===== src/memsplit_pkg.sv =====
`default_nettype none

package memsplit_pkg;

	// Bus geometry.
	localparam int ADDR_W = 32;
	localparam int DATA_W = 32;
	localparam int BE_W = DATA_W / 8;

	// RAM is word addressed by byte address bits 11..2.
	localparam int RAM_WORDS = 1024;
	localparam int RAM_AW = 10;

	// Address map. Bits 31..28 equal to GPIO_SEL go to the GPIO block.
	localparam logic [3:0] GPIO_SEL = 4'h1;

	// GPIO register offsets in bytes.
	localparam logic [ADDR_W-1:0] GPIO_OUT_OFS = 32'h0000_0000;
	localparam logic [ADDR_W-1:0] GPIO_IN_OFS = 32'h0000_0004;

endpackage

`default_nettype wire


===== src/mem_bus_if.sv =====
`timescale 1ns/10ps
`default_nettype none

interface mem_bus_if;
	import memsplit_pkg::*;

	logic req;
	logic we;
	logic [ADDR_W-1:0] addr;
	logic [BE_W-1:0] be;
	logic [DATA_W-1:0] wdata;
	logic ack;
	logic resp; // One cycle after an accepted read.
	logic [DATA_W-1:0] rdata;

	modport master
	(
		output req, we, addr, be, wdata
		, input ack, resp, rdata
	);

	modport slave
	(
		input req, we, addr, be, wdata
		, output ack, resp, rdata
	);

endinterface

`default_nettype wire


===== src/data_arbiter.sv =====
`timescale 1ns/10ps
`default_nettype none

module data_arbiter
(
	input logic clk_i
	, input logic srst_i
	, mem_bus_if.slave dbg_s
	, mem_bus_if.slave cpu_s
	, mem_bus_if.master mem_m
);
	import memsplit_pkg::*;

	logic dbg_sel;
	logic rd_acc;
	logic rd_pend_q;
	logic rd_dbg_q;
	logic dbg_resp;
	logic cpu_resp;

	assign dbg_sel = dbg_s.req; // Debug master has fixed priority.

	always_comb
		begin
		mem_m.req = dbg_s.req | cpu_s.req;
		if (dbg_sel)
			begin
			mem_m.we = dbg_s.we;
			mem_m.addr = dbg_s.addr;
			mem_m.be = dbg_s.be;
			mem_m.wdata = dbg_s.wdata;
			end
		else
			begin
			mem_m.we = cpu_s.we;
			mem_m.addr = cpu_s.addr;
			mem_m.be = cpu_s.be;
			mem_m.wdata = cpu_s.wdata;
			end
		end

	// CPU waits while debug holds the port.
	assign dbg_s.ack = dbg_sel & mem_m.ack;
	assign cpu_s.ack = ~dbg_sel & cpu_s.req & mem_m.ack;

	assign rd_acc = mem_m.req & mem_m.ack & ~mem_m.we;

	// Slave answers exactly one cycle after acceptance.
	always_ff @(posedge clk_i)
		begin
		if (srst_i)
			begin
			rd_pend_q <= 1'b0;
			rd_dbg_q <= 1'b0;
			end
		else
			begin
			rd_pend_q <= rd_acc;
			if (rd_acc)
				begin
				rd_dbg_q <= dbg_sel;
				end
			end
		end

	assign dbg_resp = mem_m.resp & rd_pend_q & rd_dbg_q;
	assign cpu_resp = mem_m.resp & rd_pend_q & ~rd_dbg_q;

	assign dbg_s.resp = dbg_resp;
	assign dbg_s.rdata = dbg_resp ? mem_m.rdata : '0;
	assign cpu_s.resp = cpu_resp;
	assign cpu_s.rdata = cpu_resp ? mem_m.rdata : '0; // Idle master sees zero.

	a_resp_pending: assert property (@(posedge clk_i) disable iff (srst_i)
		mem_m.resp |-> rd_pend_q)
		else $error("Slave resp without a pending read");

	a_single_ack: assert property (@(posedge clk_i) disable iff (srst_i)
		mem_m.ack |-> (dbg_s.ack ^ cpu_s.ack))
		else $error("Slave ack not passed to exactly one master");

endmodule

`default_nettype wire


===== src/flat_wrapper.sv =====
// flat-port wrapper written by rule: the top's interface ports become plain ports
module data_arbiter_flat import memsplit_pkg::*;
  (clk_i, srst_i, dbg_s_req, dbg_s_we, dbg_s_addr, dbg_s_be, dbg_s_wdata, dbg_s_ack, dbg_s_resp, dbg_s_rdata, cpu_s_req, cpu_s_we, cpu_s_addr, cpu_s_be, cpu_s_wdata, cpu_s_ack, cpu_s_resp, cpu_s_rdata, mem_m_req, mem_m_we, mem_m_addr, mem_m_be, mem_m_wdata, mem_m_ack, mem_m_resp, mem_m_rdata);
  mem_bus_if dbg_s_i ();
  mem_bus_if cpu_s_i ();
  mem_bus_if mem_m_i ();
  input logic clk_i;
  input logic srst_i;
  input wire logic [$bits(dbg_s_i.req)-1:0] dbg_s_req;
  input wire logic [$bits(dbg_s_i.we)-1:0] dbg_s_we;
  input wire logic [$bits(dbg_s_i.addr)-1:0] dbg_s_addr;
  input wire logic [$bits(dbg_s_i.be)-1:0] dbg_s_be;
  input wire logic [$bits(dbg_s_i.wdata)-1:0] dbg_s_wdata;
  output wire logic [$bits(dbg_s_i.ack)-1:0] dbg_s_ack;
  output wire logic [$bits(dbg_s_i.resp)-1:0] dbg_s_resp;
  output wire logic [$bits(dbg_s_i.rdata)-1:0] dbg_s_rdata;
  input wire logic [$bits(cpu_s_i.req)-1:0] cpu_s_req;
  input wire logic [$bits(cpu_s_i.we)-1:0] cpu_s_we;
  input wire logic [$bits(cpu_s_i.addr)-1:0] cpu_s_addr;
  input wire logic [$bits(cpu_s_i.be)-1:0] cpu_s_be;
  input wire logic [$bits(cpu_s_i.wdata)-1:0] cpu_s_wdata;
  output wire logic [$bits(cpu_s_i.ack)-1:0] cpu_s_ack;
  output wire logic [$bits(cpu_s_i.resp)-1:0] cpu_s_resp;
  output wire logic [$bits(cpu_s_i.rdata)-1:0] cpu_s_rdata;
  output wire logic [$bits(mem_m_i.req)-1:0] mem_m_req;
  output wire logic [$bits(mem_m_i.we)-1:0] mem_m_we;
  output wire logic [$bits(mem_m_i.addr)-1:0] mem_m_addr;
  output wire logic [$bits(mem_m_i.be)-1:0] mem_m_be;
  output wire logic [$bits(mem_m_i.wdata)-1:0] mem_m_wdata;
  input wire logic [$bits(mem_m_i.ack)-1:0] mem_m_ack;
  input wire logic [$bits(mem_m_i.resp)-1:0] mem_m_resp;
  input wire logic [$bits(mem_m_i.rdata)-1:0] mem_m_rdata;
  assign dbg_s_i.req = dbg_s_req;
  assign dbg_s_i.we = dbg_s_we;
  assign dbg_s_i.addr = dbg_s_addr;
  assign dbg_s_i.be = dbg_s_be;
  assign dbg_s_i.wdata = dbg_s_wdata;
  assign dbg_s_ack = dbg_s_i.ack;
  assign dbg_s_resp = dbg_s_i.resp;
  assign dbg_s_rdata = dbg_s_i.rdata;
  assign cpu_s_i.req = cpu_s_req;
  assign cpu_s_i.we = cpu_s_we;
  assign cpu_s_i.addr = cpu_s_addr;
  assign cpu_s_i.be = cpu_s_be;
  assign cpu_s_i.wdata = cpu_s_wdata;
  assign cpu_s_ack = cpu_s_i.ack;
  assign cpu_s_resp = cpu_s_i.resp;
  assign cpu_s_rdata = cpu_s_i.rdata;
  assign mem_m_req = mem_m_i.req;
  assign mem_m_we = mem_m_i.we;
  assign mem_m_addr = mem_m_i.addr;
  assign mem_m_be = mem_m_i.be;
  assign mem_m_wdata = mem_m_i.wdata;
  assign mem_m_i.ack = mem_m_ack;
  assign mem_m_i.resp = mem_m_resp;
  assign mem_m_i.rdata = mem_m_rdata;
  data_arbiter u_core (.clk_i(clk_i), .srst_i(srst_i), .dbg_s(dbg_s_i), .cpu_s(cpu_s_i), .mem_m(mem_m_i));
endmodule

===== config.mk =====
export PLATFORM = sky130hd
export DESIGN_NAME = data_arbiter_flat
export DESIGN_NICKNAME = d
export VERILOG_FILES = /design/src/memsplit_pkg.sv /design/src/mem_bus_if.sv /design/src/data_arbiter.sv /design/src/flat_wrapper.sv
export SDC_FILE = /design/constraint.sdc
export NUM_CORES = 1
export LEC_CHECK = 0
export ABC_AREA = 0
export BUFFER_PORTS_ARGS = -buffer_cell sky130_fd_sc_hd__buf_4
export CAP_MARGIN = 25
export CORE_AREA = 5 5 118 120
export CTS_BUF_LIST = sky130_fd_sc_hd__clkbuf_2
export CTS_CLUSTER_SIZE = 40
export DETAILED_ROUTE_END_ITERATION = 12
export DIE_AREA = 0 0 123 125
export PLACE_DENSITY_LB_ADDON = 0.12
export SKIP_LAST_GASP = 1
export SYNTH_ARGS = -nofsm -noshare
export SYNTH_HDL_FRONTEND = slang
export SYNTH_SLANG_ARGS = --single-unit

===== constraint.sdc =====
create_clock -name clk_i -period 0.85 [get_ports clk_i]
set_input_delay 0 -clock clk_i [delete_from_list [all_inputs] [get_ports clk_i]]
set_output_delay 0 -clock clk_i [all_outputs]
set_load 0.01 [all_outputs]

**Word level (Yosys, flattened, before mapping)**

Index checks and enable logic that the tools add are counted.

- Register bits after elaboration: 2
- Input bits: 176
- Output and inout bits: 138
- Logic and storage cells: 20

- Muxes and demuxes: 6
- Bitwise operators: 12

Operators with widths:

| operator | number |
|---|---|
| 32-bit two-way mux | 4 |
| 1-bit bitwise AND | 8 |
| 4-bit two-way mux | 1 |
| 1-bit inverter | 3 |
| 1-bit two-way mux | 1 |
| 1-bit bitwise OR | 1 |

**Longest topological paths before layout**

Gate-level depths: netlist (run 1).

- Depth after elaboration: 3
- Mapped depth: 4
- Depth with buffers taken out: 2

**Worst setup path before layout (run 1)**

No wires, ideal clock.

- Path kind: register to output
- Start point: register u_core.rd_dbg_q
- End point: output port cpu_s_rdata[22]
- Arrival time: 0.922 ns
- Data required time: 0.850 ns
- Setup slack: -0.072 ns
- Stages on the path, launching flop included: 4
- Buffers on the path: 1
- Cells stage by stage: dfxtp_1 and3b_1 buf_2 and2_1

- Word-level cells in the longest chain between the ends: 3

Ends and longest elaborated chain:

| element | line | source |
|---|---|---|
| start, declared | data_arbiter.sv:17 | `logic rd_dbg_q;` |
| start signal, assigned | data_arbiter.sv:61 | `rd_dbg_q <= dbg_sel;` |
| 1-bit inverter | data_arbiter.sv:67 | `assign cpu_resp = mem_m.resp & rd_pend_q & ~rd_dbg_q;` |
| 1-bit bitwise AND | data_arbiter.sv:67 |  |
| net cpu_s_resp | flat_wrapper.sv:23 | `output wire logic [$bits(cpu_s_i.resp)-1:0] cpu_s_resp;` |
| 32-bit two-way mux | data_arbiter.sv:72 | `assign cpu_s.rdata = cpu_resp ? mem_m.rdata : '0;` |
| end, declared | flat_wrapper.sv:24 | `output wire logic [$bits(cpu_s_i.rdata)-1:0] cpu_s_rdata;` |

The timed path passes the listed nets, and every way through them passes these cells.

**Worst setup path after layout (run 1)**

- Start point: register u_core.rd_pend_q
- End point: output port dbg_s_rdata[26]

- Word-level cells in the longest chain between the ends: 3

Ends and longest elaborated chain:

| element | line | source |
|---|---|---|
| start, declared | data_arbiter.sv:16 | `logic rd_pend_q;` |
| start signal, assigned | data_arbiter.sv:58 | `rd_pend_q <= rd_acc;` |
| 1-bit bitwise AND (2 in series) | data_arbiter.sv:66 | `assign dbg_resp = mem_m.resp & rd_pend_q & rd_dbg_q;` |
| 32-bit two-way mux | data_arbiter.sv:70 | `assign dbg_s.rdata = dbg_resp ? mem_m.rdata : '0;` |
| end, declared | flat_wrapper.sv:16 | `output wire logic [$bits(dbg_s_i.rdata)-1:0] dbg_s_rdata;` |

Every way passes these cells.

==> summary.md, run 1 <==
| Metric | Value |
|---|---|
| Final antenna-violating net count | `0` |
| DRT Wirelength | `10.5 mm` |
| Number of synthesized flops with an enable pin | `0` |
| Clk_lat worst skew | `0.19 ns` |
| Post-synth top cells | `mux2_2, and2_1, clkbuf_8` |
| Crit path DAT | `1.21 ns` |
| CTS tree | `yes` |
| Leakage | `0.00230 uW` |
| Setup crit end kind | `primary output` |
| Final Non-Filler Cells | `655` |
| Starting density of the core | `11.2%` |
| CP Class | `reg2out` |
| Synth Register Bits | `2` |
| Grt ovf | `0` |
| Outcome | `finished with violations` |
| CP Launch Type | `register` |
| Worst setup margin | `-0.358 ns` |
| Max IR drop VDD | `0.000228 V` |
| Placed cell areas | `0.00404 mm^2` |
| Synth area leaders | `mux2_2, and2_1, clkbuf_8` |
| CTS buffer count | `3` |
| Area leader, netlist | `mux2_2` |
| Seq/Total Area, Yosys | `2.78%` |
| Ys async rst share | `0%` |
| Share of cells above drive strength 1 | `95.8%` |
| Routed WL per cell | `16.0 um` |
| Internal Power | `1400 uW` |
| CTS clk-pin slew, worst paths | `0.03 ns` |
| DRC viols | `0` |
| FMAX | `828 MHz` |
| Count leader, synth | `mux2_2` |
| Global-route usage over all layers | `11.8%` |
| Syn Inst Count | `160` |
| Clock network fraction of total power | `7.3%` |
| Net Switching | `658 uW` |
| Vias in the first global route | `2616` |
| Sequential share of power | `5.0%` |
| WHS | `0.104 ns` |
| Synthesized Nets | `336` |
| DIE WIDTH | `123 um` |
| Top-Level Pins | `314` |
| Hold Vio Cnt, Final | `0` |
| Prevailing post-synth register cell | `dfxtp_1` |
| Cell area after layout | `0.00445 mm^2` |
| Filler cell count | `1362` |
| Design Power | `2050 uW` |
| RD Place Congestion | `0.776` |
| IO buf count | `313` |
| Netlist cell types | `18` |
| Logic pwr share | `87.7%` |
| Layout Area Growth over Synthesis | `209%` |
| Tmin final | `1.21 ns` |
| Row cnt | `42` |
| Global-route wire length before repair | `14.3 mm` |
| Unrepaired setup endpoints after global routing | `true` |
| Slew headroom | `89.0%` |
| Initial DRC Count | `15` |
| Clock skew | `0 ns` |
| Clock sink count | `2` |
| Die ar. | `0.0154 mm^2` |
| Placed insts | `644` |
| Sw Ratio | `32.1%` |
| Via count | `2433` |
| Crit-path max FO | `8` |
| Largest net degree at the start of global routing | `34` |
| Slew Viols, Final | `0` |
| Final Net Count | `657` |
| Final period util | `142%` |
| Core region area | `0.0129 mm^2` |
| Initial antenna violation count | `0` |
| Finish-stage setup viols | `66` |
| Synth warn | `0` |
| ANT cells | `0` |
| Failing checks | `negative setup slack` |
| Type of the worst min-delay path | `in2reg` |
| Least-Margin Pin Slew | `0.165 ns` |
| First drt pass iteration count | `4` |
| Die Y | `125 um` |
| Pwr Density | `461 mW/mm^2` |
| Max cap viols | `0` |
| Req. time, crit path | `0.85 ns` |
| Post-synth top area share | `54.0%` |
| Mapped cell area | `0.00144 mm^2` |
| Vias per cell | `3.71` |
| DP HPWL | `8.72 mm` |
| Clock Tree Buf Depth | `2` |
| CTS H-tree lvls | `1` |
| Root buffer cell | `clkbuf_2` |
| Syn_area_per_cell | `9.00 um^2` |
[what timing repair did]
item | 4_1_cts | 5_1_grt
buffers inserted | 0 | 1
hold buffers | 1 | 0
pin swaps | 0 | 32
hold endpoints to repair | 1 | 0
setup endpoints to repair | 133 | 66
cloned | 2 | 4
gates resized for setup | 8 | 68
[area by class of cell]
| cell class | instances | area (um^2) | share of cell area (%) |
|---|---|---|---|
| flip-flops and latches | 2 | 41.3 | 0.927 |
| well taps | 176 | 220 | 4.95 |
| clock buffers | 3 | 15.0 | 0.337 |
| inverters | 1 | 3.75 | 0.0843 |
| multi-input cells | 143 | 1390 | 31.3 |
| repair buffers | 330 | 2780 | 62.4 |
[power groups by stage]
stage | Clock, uW | Combinational (uW) | Sequential [uW]
finish | 151 | 1800 | 102
floorplan | 0 | 622 | 102
global route | 166 | 1940 | 102
CTS | 161 | 1820 | 102
global placement | 0 | 1740 | 102
detailed placement | 0 | 1760 | 103
[per-layer routing]
| metal | routed length [um] | global-route usage [%] | up-vias |
|---|---|---|---|
| met5 | 0 | 0 | - |
| met4 | 61 | 1.95 | 0 |
| met3 | 1370 | 4.65 | 4 |
| met2 | 6030 | 24.0 | 161 |
| met1 | 3000 | 10.9 | 1084 |
| li1 | - | - | 1184 |
[worst paths after layout]
| check | start | to | slack (ns) | cells after the start |
|---|---|---|---|---|
| hold / removal | dbg_s_we | u_core.rd_dbg_q | 0.10 | 3 |
| setup / recovery | u_core.rd_pend_q | dbg_s_rdata[26] | -0.36 | 4 |
| hold reg to reg | u_core.rd_dbg_q | u_core.rd_dbg_q | 0.58 | 3 |
| setup reg to reg | u_core.rd_dbg_q | u_core.rd_dbg_q | 0.16 | 3 |
[metrics by stage]
step                utilization, %  setup TNS [ns]  setup slack (ns)
detailed placement            31.4           -9.95            -0.157
global route                  34.6          -25.48            -0.417
finish                        34.6          -22.25            -0.358
global placement              31.4           -9.05            -0.144
floorplan                        -           -1.86           -0.0455
CTS                           32.2          -22.22            -0.373
[layout by cell type (no fill, tap or decap), drive strengths merged]
cell type,instances
and3,1
and3b,1
dlygate4sd3,1
and4bb,2
buf,326
mux2,69
inv,1
nor2,1
and2,65
clkbuf,6
a211oi,1
dfxtp,2
or2,1
nand3b,1
nand2,1
[flip-flops by register name (all words and copies together) (netlist names)]
name	flops
u_core.rd_pend_q	1
u_core.rd_dbg_q	1
[critical path, cell delays in order, from the launching register on]
cell and delay [ns]:
dfxtp_1 0.31, and3_4 0.28, clkbuf_16 0.18, and2_4 0.13, buf_6 0.10
[cells by family after synthesis]
family | after synthesis | synth area share [%]
simple gates | 73 | 32.5
buf+inv | 15 | 9.90
mux | 69 | 54.0
flops | 2 | 2.78
compound gates | 1 | 0.869
(Power assumes the default switching activity.)
==> run 2, diff against run 1 <==
==> constraint.sdc (replaced) <==
create_clock -name clk_i -period 0.85 [get_ports clk_i]
set_input_delay 0 -clock clk_i [delete_from_list [all_inputs] [get_ports clk_i]]
set_output_delay 0 -clock clk_i [all_outputs]
set_load 0.005 [all_outputs]
==> run 2 against run 1 <==
  * The flow still finishes with violations (negative setup slack)
  * Power decreased by 7.8%
  * Worst setup slack improved by 0.0097 ns
  * Die area unchanged
  * Non-clock buffer count decreased by 6
  * Clock power about the same
  * Register-to-register slack got worse by 0.06 ns
  * Sequential cell count unchanged
  * Critical path type unchanged
  * Largest cell class unchanged
==> summary.md, run 2 (synthesized netlist as in run 1, its figures left out) <==
| Metric | Value |
|---|---|
| Layout Area Growth over Synthesis | `188% (was 209%)` |
| Setup crit end kind | `primary output (unchanged)` |
| Logic pwr share | `86.6% (was 87.7%)` |
| CTS tree | `yes (unchanged)` |
| Outcome | `finished with violations (unchanged)` |
| Worst setup path end | `dbg_s_rdata[18] (was dbg_s_rdata[26])` |
| Global-route wire length before repair | `13.9 mm (was 14.3 mm)` |
| Setup TNS | `-20.59 ns (was -22.25 ns)` |
| FF-to-FF End | `u_core.rd_dbg_q (unchanged)` |
| Max IR drop VDD | `0.000201 V (was 0.000228 V)` |
| Initial DRC Count | `18 (was 15)` |
| Initial antenna violation count | `1 (was 0)` |
| WHS | `0.116 ns (was 0.104 ns)` |
| First drt pass iteration count | `4 (unchanged)` |
| Final Net Count | `654 (was 657)` |
| Net Switching | `535 uW (was 658 uW)` |
| DRT Wirelength | `10.2 mm (was 10.5 mm)` |
| Most frequent cells in the layout | `buf_4, mux2_2, and2_1, buf_12, clkbuf_2 (was buf_4, mux2_2, and2_4, buf_6, and2_1)` |
| Core region area | `0.0129 mm^2 (unchanged)` |
| Biggest regs | `u_core.rd_dbg_q (1), u_core.rd_pend_q (1) (unchanged)` |
| Tmin final | `1.20 ns (was 1.21 ns)` |
| CP Class | `reg2out (unchanged)` |
| CP Launch Type | `register (unchanged)` |
| Slew headroom | `88.1% (was 89.0%)` |
| DRC viols | `0 (unchanged)` |
| R2R cell count | `3 (unchanged)` |
| FMAX | `834 MHz (was 828 MHz)` |
| Vias in the first global route | `2524 (was 2616)` |
| Vias per cell | `3.72 (was 3.71)` |
| Filler cell count | `1391 (was 1362)` |
| Die Y | `125 um (unchanged)` |
| Crit path DAT | `1.20 ns (was 1.21 ns)` |
| Routed WL per cell | `15.6 um (was 16.0 um)` |
| Sequential share of power | `5.5% (was 5.0%)` |
| Sw Ratio | `28.2% (was 32.1%)` |
| FF/Latch Area | `47.5 um^2 (was 41.3 um^2)` |
| Largest net degree at the start of global routing | `34 (unchanged)` |
| Starting density of the core | `11.2% (unchanged)` |
| Crit-path max FO | `16 (was 8)` |
| Hold Vio Cnt, Final | `0 (unchanged)` |
| Pwr Density | `457 mW/mm^2 (was 461 mW/mm^2)` |
| Max cap viols | `0 (unchanged)` |
| Global-route usage over all layers | `11.5% (was 11.8%)` |
| Final antenna-violating net count | `0 (unchanged)` |
| Start point of the critical path | `u_core.rd_pend_q (unchanged)` |
| Clock network fraction of total power | `7.9% (was 7.3%)` |
| Top-Level Pins | `314 (unchanged)` |
| DP HPWL | `8.49 mm (was 8.72 mm)` |
| Finished Core Util | `32.2% (was 34.6%)` |
| RD Place Congestion | `0.834 (was 0.776)` |
| CTS buffer count | `3 (unchanged)` |
| IO buf count | `313 (unchanged)` |
| Final period util | `141% (was 142%)` |
| Worst setup margin | `-0.349 ns (was -0.358 ns)` |
| Grt ovf | `0 (unchanged)` |
| Multi-input gate area | `0.00130 mm^2 (was 0.00139 mm^2)` |
| Reg-to-reg slack, setup | `0.10 ns (was 0.16 ns)` |
| Share of cells above drive strength 1 | `85.1% (was 95.8%)` |
| Root buffer cell | `clkbuf_2 (unchanged)` |
| Leakage | `0.00218 uW (was 0.00230 uW)` |
| CTS clk-pin slew, worst paths | `0.03 ns (about the same)` |
| Unrepaired setup endpoints after global routing | `true (unchanged)` |
| Clock Tree Buf Depth | `2 (unchanged)` |
| Via count | `2432 (was 2433)` |
| Die ar. | `0.0154 mm^2 (unchanged)` |
| Finish-stage setup viols | `66 (unchanged)` |
| RR Startpoint | `u_core.rd_dbg_q (unchanged)` |
| Row cnt | `42 (unchanged)` |
| Type of the worst min-delay path | `in2reg (unchanged)` |
| Req. time, crit path | `0.85 ns (about the same)` |
| Clock skew | `0 ns (unchanged)` |
| Most common cell after layout, fill and taps aside | `buf_4 (unchanged)` |
| CTS H-tree lvls | `1 (unchanged)` |
| Clk_lat worst skew | `0.19 ns (about the same)` |
| Failing checks | `negative setup slack (unchanged)` |
| DIE WIDTH | `123 um (unchanged)` |
| Slew Viols, Final | `0 (unchanged)` |
| Internal Power | `1360 uW (was 1400 uW)` |
| Least-Margin Pin Slew | `0.178 ns (was 0.165 ns)` |
| Clock sink count | `2 (unchanged)` |
run 2: cell count changes in the layout (fill, tap and decap cells not counted), moves of 2 or more:
| cell | change |
|---|---|
| and2_1 | +52 |
| and2_4 | -52 |
| buf_6 | -32 |
| buf_4 | +30 |
| and3b_4 | +2 |
| clkbuf_16 | -2 |
| dfxtp_4 | +2 |
run 2: final cells by class:
class / count / area share (%)
Antenna cell: 1 / 0.0604
Clock buffer: 3 / 0.362
Inverter: 1 / 0.0906
Multi-Input combinational cell: 146 / 31.3
Sequential cell: 2 / 1.15
Tap cell: 176 / 5.31
Timing Repair Buffer: 324 / 61.7
run 2: how the worst min path moves through the flow:
stage / from / endpoint / slack (ns) / cells after the start
floorplan: srst_i / u_core.rd_dbg_q / 0.06 / 1
global placement: srst_i / u_core.rd_dbg_q / 0.17 / 2
detailed placement: srst_i / u_core.rd_dbg_q / 0.17 / 2
CTS: dbg_s_we / u_core.rd_dbg_q / 0.10 / 3
global route: dbg_s_we / u_core.rd_dbg_q / 0.11 / 3
finish: dbg_s_we / u_core.rd_dbg_q / 0.12 / 3
run 2: repair_timing:
| item | 4_1_cts | 5_1_grt |
|---|---|---|
| cloned | 4 | 2 |
| gates resized for setup | 10 | 6 |
| hold buffers | 1 | 0 |
| setup endpoints to repair | 119 | 66 |
| setup buffers | 0 | 1 |
| hold endpoints to repair | 1 | 0 |
run 2: power groups by stage:
stage	clock network (uW)	registers, uW	logic [uW]
after global routing	180	104	1770
after global placement	0	102	1600
after detailed placement	0	102	1610
final	149	104	1640
after floorplan	0	102	485
after CTS	163	106	1670
run 2: routing by layer:
layer  global-route usage, %  routed length (um)  vias up  part of all wire [%]
met4                   0.847                  27        0                  0.26
met1                    10.5                2970     1072                    29
met2                    23.8                5750      168                    56
li1                        -                   -     1190                     -
met3                    4.79                1460        2                    14
met5                       0                   0        -                     0
run 2: critical path, stage by stage, from the launching register on:
cell and delay (ns):
dfxtp_4 0.35, and3_4 0.20, clkbuf_16 0.17, and2_1 0.15, buf_4 0.13
run 2: metrics by stage:
step | total power (uW) | std cells | cell area, um^2 | worst slack [ns]
2_1_floorplan | 587 | 160 | 1440 | -0.0205
3_3_place_gp | 1700 | 641 | 3970 | -0.296
3_5_place_dp | 1710 | 641 | 3970 | -0.320
4_1_cts | 1940 | 649 | 4090 | -0.364
5_1_grt | 2050 | 653 | 4150 | -0.424
6_report | 1890 | 653 | 4150 | -0.349
